===== config.mk =====
export PLATFORM = sky130hd
export DESIGN_NAME = ecc_err_log
export DESIGN_NICKNAME = d
export VERILOG_FILES = /design/src/ecc_pkg.sv /design/src/ecc_err_log.sv
export SDC_FILE = /design/constraint.sdc
export NUM_CORES = 1
export LEC_CHECK = 0
export CORE_ASPECT_RATIO = 2
export CORE_MARGIN = 10
export CORE_UTILIZATION = 24
export DETAILED_ROUTE_END_ITERATION = 6
export DONT_BUFFER_PORTS = 1
export SLEW_MARGIN = 40
export SYNTH_ARGS = -nofsm -noshare
export SYNTH_HDL_FRONTEND = slang
export SYNTH_SLANG_ARGS = --single-unit

===== constraint.sdc =====
create_clock -name clk -period 5.6 [get_ports clk]
set_input_delay 1.4 -clock clk [delete_from_list [all_inputs] [get_ports clk]]
set_output_delay 1.4 -clock clk [all_outputs]
set_load 0.02 [all_outputs]

===== src/ecc_pkg.sv =====
`default_nettype none

package ecc_pkg;

    localparam int DATA_WIDTH   = 62;
    localparam int PARITY_WIDTH = 8;
    localparam int ADDR_WIDTH   = 6;
    localparam int CNT_WIDTH    = 16;
    localparam int MEM_DEPTH    = 1 << ADDR_WIDTH;

    localparam logic [CNT_WIDTH-1:0] CNT_MAX = '1;

    // parity sits above data in the stored word.
    typedef struct packed {
        logic [PARITY_WIDTH-1:0] parity;
        logic [DATA_WIDTH-1:0]   data;
    } codeword_t;

    typedef struct packed {
        logic [DATA_WIDTH-1:0] data;
        logic [DATA_WIDTH-1:0] mask;
        logic                  sbit_err;
        logic                  dbit_err;
    } rd_resp_t;

    function automatic logic [PARITY_WIDTH-1:0] ecc_encode(input logic [DATA_WIDTH-1:0] d);
        logic [PARITY_WIDTH-1:0] p;
        p[0] = d[0]  ^ d[1]  ^ d[3]  ^ d[4]  ^ d[6]  ^ d[8]  ^ d[10] ^ d[11] ^ d[13] ^ d[15]
             ^ d[17] ^ d[19] ^ d[21] ^ d[23] ^ d[25] ^ d[26] ^ d[28] ^ d[30] ^ d[32] ^ d[34]
             ^ d[36] ^ d[38] ^ d[40] ^ d[42] ^ d[44] ^ d[46] ^ d[48] ^ d[50] ^ d[52] ^ d[54]
             ^ d[56] ^ d[57] ^ d[59] ^ d[61];
        p[1] = d[0]  ^ d[2]  ^ d[3]  ^ d[5]  ^ d[6]  ^ d[9]  ^ d[10] ^ d[12] ^ d[13] ^ d[16]
             ^ d[17] ^ d[20] ^ d[21] ^ d[24] ^ d[25] ^ d[27] ^ d[28] ^ d[31] ^ d[32] ^ d[35]
             ^ d[36] ^ d[39] ^ d[40] ^ d[43] ^ d[44] ^ d[47] ^ d[48] ^ d[51] ^ d[52] ^ d[55]
             ^ d[56] ^ d[58] ^ d[59];
        p[2] = d[1]  ^ d[2]  ^ d[3]  ^ d[7]  ^ d[8]  ^ d[9]  ^ d[10] ^ d[14] ^ d[15] ^ d[16]
             ^ d[17] ^ d[22] ^ d[23] ^ d[24] ^ d[25] ^ d[29] ^ d[30] ^ d[31] ^ d[32] ^ d[37]
             ^ d[38] ^ d[39] ^ d[40] ^ d[45] ^ d[46] ^ d[47] ^ d[48] ^ d[53] ^ d[54] ^ d[55]
             ^ d[56] ^ d[60] ^ d[61];
        p[3] = (^d[10:4]) ^ (^d[25:18]) ^ (^d[40:33]) ^ (^d[56:49]);
        p[4] = (^d[25:11]) ^ (^d[56:41]);
        p[5] = ^d[56:26];
        p[6] = ^d[61:57];
        p[7] = d[0]  ^ d[1]  ^ d[2]  ^ d[4]  ^ d[5]  ^ d[7]  ^ d[10] ^ d[11] ^ d[12] ^ d[14]
             ^ d[17] ^ d[18] ^ d[21] ^ d[23] ^ d[24] ^ d[26] ^ d[27] ^ d[29] ^ d[32] ^ d[33]
             ^ d[36] ^ d[38] ^ d[39] ^ d[41] ^ d[44] ^ d[46] ^ d[47] ^ d[50] ^ d[51] ^ d[53]
             ^ d[56] ^ d[57] ^ d[58] ^ d[60];
        return p;
    endfunction

    // syndrome produced by a flip of one data bit.
    function automatic logic [PARITY_WIDTH-1:0] ecc_column(input int unsigned bit_idx);
        logic [DATA_WIDTH-1:0] one_hot;
        one_hot = '0;
        one_hot[bit_idx] = 1'b1;
        return ecc_encode(one_hot);
    endfunction

endpackage

`default_nettype wire


===== src/ecc_err_log.sv =====
`timescale 1ns/100ps
`default_nettype none

module ecc_err_log (
    input  wire logic                           clk,
    input  wire logic                           rst,
    input  wire logic                           log_clr,
    input  wire logic                           rd_valid,
    input  wire logic [ecc_pkg::ADDR_WIDTH-1:0] rd_addr_out,
    input  wire ecc_pkg::rd_resp_t              rd_resp,
    output logic [ecc_pkg::CNT_WIDTH-1:0]       corr_count,
    output logic [ecc_pkg::CNT_WIDTH-1:0]       uncorr_count,
    output logic                                first_err_valid,
    output logic [ecc_pkg::ADDR_WIDTH-1:0]      first_err_addr
);

    logic any_err;

    assign any_err = rd_valid && (rd_resp.sbit_err || rd_resp.dbit_err);

    // clear wins over a same-cycle update.
    always_ff @(posedge clk) begin
        if (rst || log_clr) begin
            corr_count      <= '0;
            uncorr_count    <= '0;
            first_err_valid <= 1'b0;
        end else begin
            if (rd_valid && rd_resp.sbit_err && corr_count != ecc_pkg::CNT_MAX) begin
                corr_count <= corr_count + 1'b1;
            end
            if (rd_valid && rd_resp.dbit_err && uncorr_count != ecc_pkg::CNT_MAX) begin
                uncorr_count <= uncorr_count + 1'b1;
            end
            if (any_err && !first_err_valid) begin
                first_err_valid <= 1'b1;
                first_err_addr  <= rd_addr_out; // held until the next clear.
            end
        end
    end

    a_corr_sat: assert property (@(posedge clk) disable iff (rst)
        (!log_clr && corr_count == ecc_pkg::CNT_MAX) |=> corr_count == ecc_pkg::CNT_MAX)
        else $error("corrected count wrapped");

    a_uncorr_sat: assert property (@(posedge clk) disable iff (rst)
        (!log_clr && uncorr_count == ecc_pkg::CNT_MAX) |=> uncorr_count == ecc_pkg::CNT_MAX)
        else $error("uncorrectable count wrapped");

endmodule

`default_nettype wire


==> impl_metrics.yaml <==
setup_path:
  crit_path_start_kind: "input port"
  worstPathArrival_ns: 2.45
  crit_path_max_incr_delay_ns: 0.62
  cp-end-kind: "register"
  crit_fanout: 24
  critPathKind: "in -> reg"
  crit_chain: "or2_0 > buf_4 > nor3_1"
  cp.required_ns: 5.51
  crit_slowest_cell: "nor3_1"
  r2r_slack_ns: 3.55
outcome:
  status: "completed"
floorplan:
  die-area_sq_mm: 0.0123
  chipHeight_um: 147
  start_util_pct: 24.6
  core_area_sq_mm: 0.00789
  io_pins: 175
  die_w_um: 83.5
  rows: 46
layout:
  mostFrequentLayoutCell: "dfxtp_1"
  num-fill-cells: 836
  seqCellArea_sq_um: 841
  syn2layout_area_growth_pct: 10.6
  insertedDiodeCount: 0
  nNetsFinal: 350
  multi_input_area_sq_mm: 0.00102
  drive_gt1_share_pct: 7.51
  final_cell_mix: "dfxtp_1 (33), nand2_1 (22), a21oi_1 (18), or3_1 (15)"
placement:
  dp_slack_ns: 2.74
  gp_congestion: 0.765
  dp_hpwl_mm: 4.34
  port_buffers: 0
clocking:
  root_buffer: "clkbuf_16"
  clock-sinks: 39
  clockBufferDepth: 2
  ctsHoldBuffers: 0
  insertion_delay_ns: 0.29
  cts_resized: 0
  cts_buffers: 5
  post_cts_buffers: 0
  cts_tree: "built"
  cts_max_level: 2
  clkTransAtPathRegs_ns: 0.05
timing:
  finalHoldViolCount: 0
  slew_headroom_pct: 48.2
  max_freq_mhz: 394
  layout_min_cycle_time_ns: 2.54
  skew_ns: 0.00462
  layout_setup_ws_ns: 3.06
  drv_slew: 0
  finalSetupViolCount: 0
  tightest_slew_ns: 0.771
  fin_tns_setup_ns: 0
  hold_ws_ns: 0.589
  finalCritPeriodShare_pct: 45.3
  rsz0062_at_grt: "false"
synthesis:
  dominantRegCellSynth: "dfxtp_1"
  yosys.area.top_type_share_pct: 34.1
  synth_cells: 212
  yosysWarningCount: 0
  ys_types: 42
  yosysTopAreaCell: "dfxtp_1"
  synth_edf_count: 6
  ys_seq_elements: 39
  synthArstFlopShare_pct: 0
  syn_nets: 350
  ys_seq_area_share_pct: 43.4
  synth.area.top_cells: "dfxtp_1 (34%), edfxtp_1 (9.3%), or3_1 (4.8%), a21oi_1 (4.7%), nand2_1 (4.3%)"
  syn_area_per_cell_sq_um: 9.14
  synth_area_sq_mm: 0.00194
global_route:
  grt_util_all_layers_pct: 9.31
  grt_pass1_vias: 1651
  grt_pass1_wl_mm: 9.07
  overflow: 0
  grt_max_degree: 25
  antenna_found_initial: 0
pwr:
  p_seq_share_pct: 50.4
  switchingPower_w: 0.000121
  power_density_mw_per_mm2: 269
  p_leak_nw: 0.656
  power.share.combinational_pct: 2.0
  swShare_pct: 21.1
  internal_power_w: 0.000455
  ir_drop_uv: 159
  clock_power_share_pct: 47.6
route:
  first_pass_iters: 4
  wire_per_inst_um: 18.6
  antenna_left: 0
  viasPerCell: 5.47
  vias: 1689
  routed_wirelength_mm: 5.74
  drc_errors: 0
  drtIter0Drc: 48
flow_run:
  drv_cap: 0
min_path:
  hold_path_class: "reg -> reg"
## per-layer routing
metal,track usage [%],vias up,wire length [um]
li1,-,834,-
met1,7.44,810,1800
met2,18.1,39,3330
met3,4.37,6,493
met4,4.38,0,115
met5,0,-,0
## worst max-delay path: cells and delay by family
| family | cells | cell delay (ns) |
|---|---|---|
| buf+inv | 1 | 0.22 |
| simple gates | 2 | 0.82 |
## state kept, by name (all words and copies together), names as in the netlist
register / flops
corr_count: 16
first_err_valid: 1
uncorr_count: 16
first_err_addr: 6
## stage by stage
step / cell area (sq um) / total power (W) / utilization (%) / cells
after floorplan: 1940 / 0.000307 / - / 212
after global placement: 2000 / 0.000308 / 25.4 / 301
final: 2140 / 0.000577 / 27.2 / 309
after global routing: 2140 / 0.000597 / 27.2 / 309
after detailed placement: 2000 / 0.000309 / 25.4 / 301
after CTS: 2140 / 0.000584 / 27.2 / 309
## logic make-up after synthesis
group | Yosys count | synth area share [%]
XOR/XNOR | 1 | 0.452
flip-flops | 39 | 43.4
AND/OR/NAND/NOR | 99 | 30.4
buffers and inverters | 12 | 4.00
AO/OA/AOI/OAI | 52 | 16.8
adder cells (fa/ha/maj) | 2 | 1.29
multiplexers | 7 | 3.62
## synthesized netlist by cell type, types with 5 or more instances
cell type / instances
o31ai_1: 6
nor3_1: 10
nor2_1: 9
dfxtp_1: 33
or3_1: 15
or4_1: 5
a21oi_1: 18
nand4_1: 10
nand3_1: 5
and4_1: 8
a31oi_1: 6
nand2_1: 22
o21ai_0: 9
edfxtp_1: 6
mux2i_1: 7
## worst paths after layout
kind                         from                end  depth (start not counted)
hold / removal    first_err_valid    first_err_valid                          2
setup / recovery          log_clr  first_err_addr[4]                          3
setup reg to reg  uncorr_count[3]   uncorr_count[14]                          4
hold reg to reg   first_err_valid    first_err_valid                          2
## area by class of cell
class                   count  share of cell area [%]
repair buffers              1                   0.350
flip-flops and latches     39                    39.3
clock inverters             1                   0.234
multi-input cells         161                    47.7
well taps                  96                    5.61
inverters                   4                   0.701
clock buffers               7                    6.19
## power by group through the flow
stage / sequential, W / combinational, W / clock, W
finish: 0.000291 / 0.0000113 / 0.000275
global route: 0.000291 / 0.0000128 / 0.000293
CTS: 0.000291 / 0.0000115 / 0.000281
detailed placement: 0.000297 / 0.0000115 / 0
global placement: 0.000297 / 0.0000112 / 0
floorplan: 0.000296 / 0.0000109 / 0
Power figures use the tool's default switching activity.
