===== src/ecc_pkg.sv =====
`default_nettype none

package ecc_pkg;

    localparam int DATA_WIDTH   = 62;
    localparam int PARITY_WIDTH = 8;
    localparam int ADDR_WIDTH   = 6;
    localparam int CNT_WIDTH    = 16;
    localparam int MEM_DEPTH    = 1 << ADDR_WIDTH;

    localparam logic [CNT_WIDTH-1:0] CNT_MAX = '1;

    // parity sits above data in the stored word.
    typedef struct packed {
        logic [PARITY_WIDTH-1:0] parity;
        logic [DATA_WIDTH-1:0]   data;
    } codeword_t;

    typedef struct packed {
        logic [DATA_WIDTH-1:0] data;
        logic [DATA_WIDTH-1:0] mask;
        logic                  sbit_err;
        logic                  dbit_err;
    } rd_resp_t;

    function automatic logic [PARITY_WIDTH-1:0] ecc_encode(input logic [DATA_WIDTH-1:0] d);
        logic [PARITY_WIDTH-1:0] p;
        p[0] = d[0]  ^ d[1]  ^ d[3]  ^ d[4]  ^ d[6]  ^ d[8]  ^ d[10] ^ d[11] ^ d[13] ^ d[15]
             ^ d[17] ^ d[19] ^ d[21] ^ d[23] ^ d[25] ^ d[26] ^ d[28] ^ d[30] ^ d[32] ^ d[34]
             ^ d[36] ^ d[38] ^ d[40] ^ d[42] ^ d[44] ^ d[46] ^ d[48] ^ d[50] ^ d[52] ^ d[54]
             ^ d[56] ^ d[57] ^ d[59] ^ d[61];
        p[1] = d[0]  ^ d[2]  ^ d[3]  ^ d[5]  ^ d[6]  ^ d[9]  ^ d[10] ^ d[12] ^ d[13] ^ d[16]
             ^ d[17] ^ d[20] ^ d[21] ^ d[24] ^ d[25] ^ d[27] ^ d[28] ^ d[31] ^ d[32] ^ d[35]
             ^ d[36] ^ d[39] ^ d[40] ^ d[43] ^ d[44] ^ d[47] ^ d[48] ^ d[51] ^ d[52] ^ d[55]
             ^ d[56] ^ d[58] ^ d[59];
        p[2] = d[1]  ^ d[2]  ^ d[3]  ^ d[7]  ^ d[8]  ^ d[9]  ^ d[10] ^ d[14] ^ d[15] ^ d[16]
             ^ d[17] ^ d[22] ^ d[23] ^ d[24] ^ d[25] ^ d[29] ^ d[30] ^ d[31] ^ d[32] ^ d[37]
             ^ d[38] ^ d[39] ^ d[40] ^ d[45] ^ d[46] ^ d[47] ^ d[48] ^ d[53] ^ d[54] ^ d[55]
             ^ d[56] ^ d[60] ^ d[61];
        p[3] = (^d[10:4]) ^ (^d[25:18]) ^ (^d[40:33]) ^ (^d[56:49]);
        p[4] = (^d[25:11]) ^ (^d[56:41]);
        p[5] = ^d[56:26];
        p[6] = ^d[61:57];
        p[7] = d[0]  ^ d[1]  ^ d[2]  ^ d[4]  ^ d[5]  ^ d[7]  ^ d[10] ^ d[11] ^ d[12] ^ d[14]
             ^ d[17] ^ d[18] ^ d[21] ^ d[23] ^ d[24] ^ d[26] ^ d[27] ^ d[29] ^ d[32] ^ d[33]
             ^ d[36] ^ d[38] ^ d[39] ^ d[41] ^ d[44] ^ d[46] ^ d[47] ^ d[50] ^ d[51] ^ d[53]
             ^ d[56] ^ d[57] ^ d[58] ^ d[60];
        return p;
    endfunction

    // syndrome produced by a flip of one data bit.
    function automatic logic [PARITY_WIDTH-1:0] ecc_column(input int unsigned bit_idx);
        logic [DATA_WIDTH-1:0] one_hot;
        one_hot = '0;
        one_hot[bit_idx] = 1'b1;
        return ecc_encode(one_hot);
    endfunction

endpackage

`default_nettype wire


===== src/ecc_mem_store.sv =====
`timescale 1ns/100ps
`default_nettype none

module ecc_mem_store (
    input  wire logic                           clk,
    input  wire logic                           rst,
    input  wire logic                           wr_en,
    input  wire logic [ecc_pkg::ADDR_WIDTH-1:0] wr_addr,
    input  wire logic [ecc_pkg::DATA_WIDTH-1:0] wr_data,
    input  wire ecc_pkg::codeword_t             wr_inject,
    input  wire logic                           rd_en,
    input  wire logic [ecc_pkg::ADDR_WIDTH-1:0] rd_addr,
    output logic                                rd_valid_s1,
    output logic [ecc_pkg::ADDR_WIDTH-1:0]      rd_addr_s1,
    output ecc_pkg::codeword_t                  rd_word
);

    ecc_pkg::codeword_t mem [ecc_pkg::MEM_DEPTH];
    ecc_pkg::codeword_t wr_word;

    // encode, then flip the injected bits.
    assign wr_word = {ecc_pkg::ecc_encode(wr_data), wr_data} ^ wr_inject;

    always_ff @(posedge clk) begin
        if (wr_en) begin
            mem[wr_addr] <= wr_word;
        end
    end

    // nonblocking read sees the old word on a collision.
    always_ff @(posedge clk) begin
        if (rd_en) begin
            rd_word    <= mem[rd_addr];
            rd_addr_s1 <= rd_addr;
        end
    end

    always_ff @(posedge clk) begin
        if (rst) begin
            rd_valid_s1 <= 1'b0;
        end else begin
            rd_valid_s1 <= rd_en;
        end
    end

    a_addr_known: assert property (@(posedge clk) disable iff (rst)
        (rd_en |-> !$isunknown(rd_addr)) and (wr_en |-> !$isunknown(wr_addr)))
        else $error("memory access with unknown address");

endmodule

`default_nettype wire


===== config.mk =====
export PLATFORM = sky130hd
export DESIGN_NAME = ecc_mem_store
export DESIGN_NICKNAME = d
export VERILOG_FILES = /design/src/ecc_pkg.sv /design/src/ecc_mem_store.sv
export SDC_FILE = /design/constraint.sdc
export NUM_CORES = 2
export LEC_CHECK = 0
export BUFFER_PORTS_ARGS = -buffer_cell sky130_fd_sc_hd__buf_4
export CORE_AREA = 2 2 591 593
export DETAILED_ROUTE_END_ITERATION = 8
export DIE_AREA = 0 0 593 595
export PLACE_DENSITY = 0.73
export SYNTH_ARGS = -nofsm -noshare
export SYNTH_HDL_FRONTEND = slang
export SYNTH_MEMORY_MAX_BITS = 65536
export SYNTH_SLANG_ARGS = --single-unit
export TNS_END_PERCENT = 100

===== constraint.sdc =====
create_clock -name clk -period 9.25 [get_ports clk]
set_clock_uncertainty 0.15 [all_clocks]
set_input_delay 2.3125 -clock clk [delete_from_list [all_inputs] [get_ports clk]]
set_output_delay 2.3125 -clock clk [all_outputs]
set_load 0.01 [all_outputs]

==> impl_metrics.env <==
export IMPL_antenna_found_initial=18
export IMPL_clk_path_buf_depth=4
export IMPL_max_cap_violations=0
export IMPL_synth_top_area_share_pct=79.4
export IMPL_synth_seq_area_share_pct=79.4
export IMPL_cts_tree="yes"
export IMPL_reg2regPathDepth=4
export IMPL_tightestPinTransition_ns=1.36
export IMPL_final_area_mm2=0.195
export IMPL_whs_endpoint="rd_word[7]$_DFFE_PP_"
export IMPL_place_area_mm2=0.182
export IMPL_dpl_hpwl_um=260000
export IMPL_synthTopCellsByCount="4556 x edfxtp_1, 1120 x mux4_2, 280 x a22oi_1"
export IMPL_die_area_mm2=0.353
export IMPL_crit_slowest_cell="buf_4"
export IMPL_remaining_drc_errors=0
export IMPL_worst_path_buf_inv=3
export IMPL_arrival_ns=5.80
export IMPL_wirelength_um=495000
export IMPL_htreeDepth=5
export IMPL_clkTransAtPathRegs_ns=0.06
export IMPL_dp_slack_ns=2.92
export IMPL_crit_family="buffers and inverters"
export IMPL_p_per_area_mw_per_mm2=230
export IMPL_finalHoldViolCount=0
export IMPL_cts_made_buffers=424
export IMPL_antenna_left=0
export IMPL_insertion_delay_ns=0.94
export IMPL_period_minus_slack_ns=5.32
export IMPL_rows=217
export IMPL_report_final_slew_viol_count=0
export IMPL_path_cells="buf_16, buf_12, buf_4, mux4_2, a22o_1, a221oi_1, o221ai_1"
export IMPL_netlist_area_mm2=0.172
export IMPL_ios=225
export IMPL_power_frac_seq_pct=54.6
export IMPL_yosysWarnings=0
export IMPL_grt_pass1_wl_um=683000
export IMPL_drive_gt1_share_pct=28.9
export IMPL_ir_drop_v=0.000479
export IMPL_status="completed"
export IMPL_switching_power_mw=10.4
export IMPL_seqCellArea_mm2=0.137
export IMPL_nets=7890
export IMPL_power_leakage_nw=59.9
export IMPL_layout_setup_ws_ns=3.93
export IMPL_finalCritPeriodShare_pct=57.5
export IMPL_synth_area_top_cells="edfxtp_1 79%, mux4_2 15%, a22oi_1 1.2%, a221oi_1 0.71%, a22o_1 0.71%"
export IMPL_core_area_mm2=0.347
export IMPL_crit_required_ns=9.73
export IMPL_power_mw=44.9
export IMPL_grt_pass1_vias=85748
export IMPL_die_w_um=593
export IMPL_max_freq_mhz=188
export IMPL_hold_depth=3
export IMPL_cts_sinks=4557
export IMPL_area_growth_pct=13.3
export IMPL_cts_root_buf="clkbuf_16"
export IMPL_netlist_instances=7228
export IMPL_dr_pass1_iters=8
export IMPL_rsz0062_at_grt="no"
export IMPL_initial_core_util_pct=49.6
export IMPL_multi_input_area_mm2=0.0354
export IMPL_vias_per_cell=6.81
export IMPL_n_fill_cell=24095
export IMPL_cp_slowest_stage_delay_ns=0.71
export IMPL_cts_setup_buffers=0
export IMPL_post_cts_resize_count=0
export IMPL_tns_ns=0
export IMPL_syn_avg_cell_area_um2=23.8
export IMPL_slew_headroom_pct=9.19
export IMPL_ys_flop_type="edfxtp_1"
export IMPL_synth_edf_count=4556
export IMPL_worstPathMaxFanout=85
export IMPL_drt_iter0_markers=14919
export IMPL_startpoint="rd_addr[0]"
export IMPL_critical_path_class="input pin to flop"
export IMPL_finalSetupViolations=0
export IMPL_rr_startpoint="mem[55][49]$_DFFE_PP_"
export IMPL_syn_nets=7376
export IMPL_p_comb_share_pct=8.6
export IMPL_switching_share_pct=23.2
export IMPL_yosysMostFrequentCell="edfxtp_1"
export IMPL_grt_overflow_total=0
export IMPL_startpoint_type="input pin"
export IMPL_ys_types=29
export IMPL_grt_use_total_pct=28.0
export IMPL_io_buffer_count=224
export IMPL_yosys_area_top_type="edfxtp_1"
export IMPL_clkPwrFrac_pct=36.8
export IMPL_synth_seq_cells=4557
export IMPL_vias=86368
export IMPL_gp_congestion=0.810
export IMPL_die_h_um=595
export IMPL_r2r_setup_slack_ns=6.61
export IMPL_hold_buffers=0
export IMPL_worstHoldStart="mem[36][7]$_DFFE_PP_"
export IMPL_p_int_mw=34.5
export IMPL_drt_wirelength_per_cell_um=39.0
export IMPL_async_flop_share_pct=0
export IMPL_crit_path_end_kind="flop"
export IMPL_grt_start_max_net_pins=152
export IMPL_holdCritPathClass="flop to flop"
export IMPL_regToRegEndpoint="rd_word[49]$_DFFE_PP_"
## per-stage QoR
step,utilization [%],instances,hold WS (ns)
after floorplan,-,7228,0.669
after global placement,52.5,11913,0.700
after detailed placement,52.5,11913,0.707
after CTS,56.2,12674,0.732
after global routing,56.2,12677,0.762
final,56.2,12683,0.729
## registers in the layout, summed over array words and instances (netlist names)
signal       flops
rd_word         70
rd_addr_s1       6
rd_valid_s1      1
mem           4480
## worst max path at each step
stage                           end  slack [ns]  cells past startpoint
6_report       rd_word[1]$_DFFE_PP_        3.93                      7
4_1_cts        rd_word[1]$_DFFE_PP_        3.90                      7
2_1_floorplan  mem[48][0]$_DFFE_PP_        0.93                      4
5_1_grt        rd_word[1]$_DFFE_PP_        3.58                      7
3_3_place_gp   rd_word[1]$_DFFE_PP_        2.94                      7
3_5_place_dp   rd_word[1]$_DFFE_PP_        2.92                      7
## worst register-to-register path, delay by kind of cell, from the launching register on
family         cells  cell delay (ns)
flip-flops         1             0.38
AO/OA/AOI/OAI      3             1.35
multiplexers       1             0.48
## cell families (layout without fill, tap and decap cells)
logic type / after synthesis / count (layout) / synth area share (%)
DFF: 4557 / 4557 / 79.4
other: 0 / 7 / 0
xor gates and xnor gates: 201 / 201 / 1.08
AOI/OAI and AO/OA: 770 / 770 / 3.41
and+or+nand+nor: 169 / 169 / 0.408
buffers and inverters: 411 / 1260 / 1.05
muxes: 1120 / 1120 / 14.6
## power by group through the flow
stage	combinational, mW	clock (mW)	sequential, mW
detailed placement	3.85	0	24.9
floorplan	2.03	0	25.0
CTS	3.86	16.6	24.5
global route	4.08	17.3	24.5
finish	3.88	16.5	24.5
global placement	3.68	0	24.9
## routing by layer
| layer | wire length, um | track usage (%) | part of all wire, % |
|---|---|---|---|
| met5 | 95 | 0 | 0.019 |
| met2 | 232000 | 43.5 | 47 |
| met4 | 21500 | 10.2 | 4.4 |
| met3 | 68300 | 6.52 | 14 |
| met1 | 173000 | 39.1 | 35 |
## layout make-up
type | instances | share of cell area (%)
antenna | 7 | 0.00897
sequential | 4557 | 70.1
clock inverter | 254 | 0.912
multi-input combinational | 2260 | 18.1
tap | 4599 | 2.95
clock buffer | 507 | 5.67
timing repair buffer | 499 | 2.28
## layout by cell type, fill, tap and decap left out, types with 3 or more instances in the layout
master	instances
buf_4	443
a22oi_1	280
bufinv_16	20
edfxtp_1	4556
nor2_1	72
a221oi_1	140
a22o_1	140
clkbuf_16	431
xor2_1	24
xnor2_2	6
xnor2_1	102
clkinv_1	111
clkbuf_1	76
xor2_4	62
clkinvlp_4	10
xnor3_1	5
mux4_2	1120
nand3_1	5
nor2b_1	5
clkinv_8	8
buf_12	52
inv_6	4
diode_2	7
nand2b_1	3
o221ai_1	70
a21oi_1	140
clkinv_2	99
nor2_4	63
nand2_1	5
(Power assumes the default switching activity.)
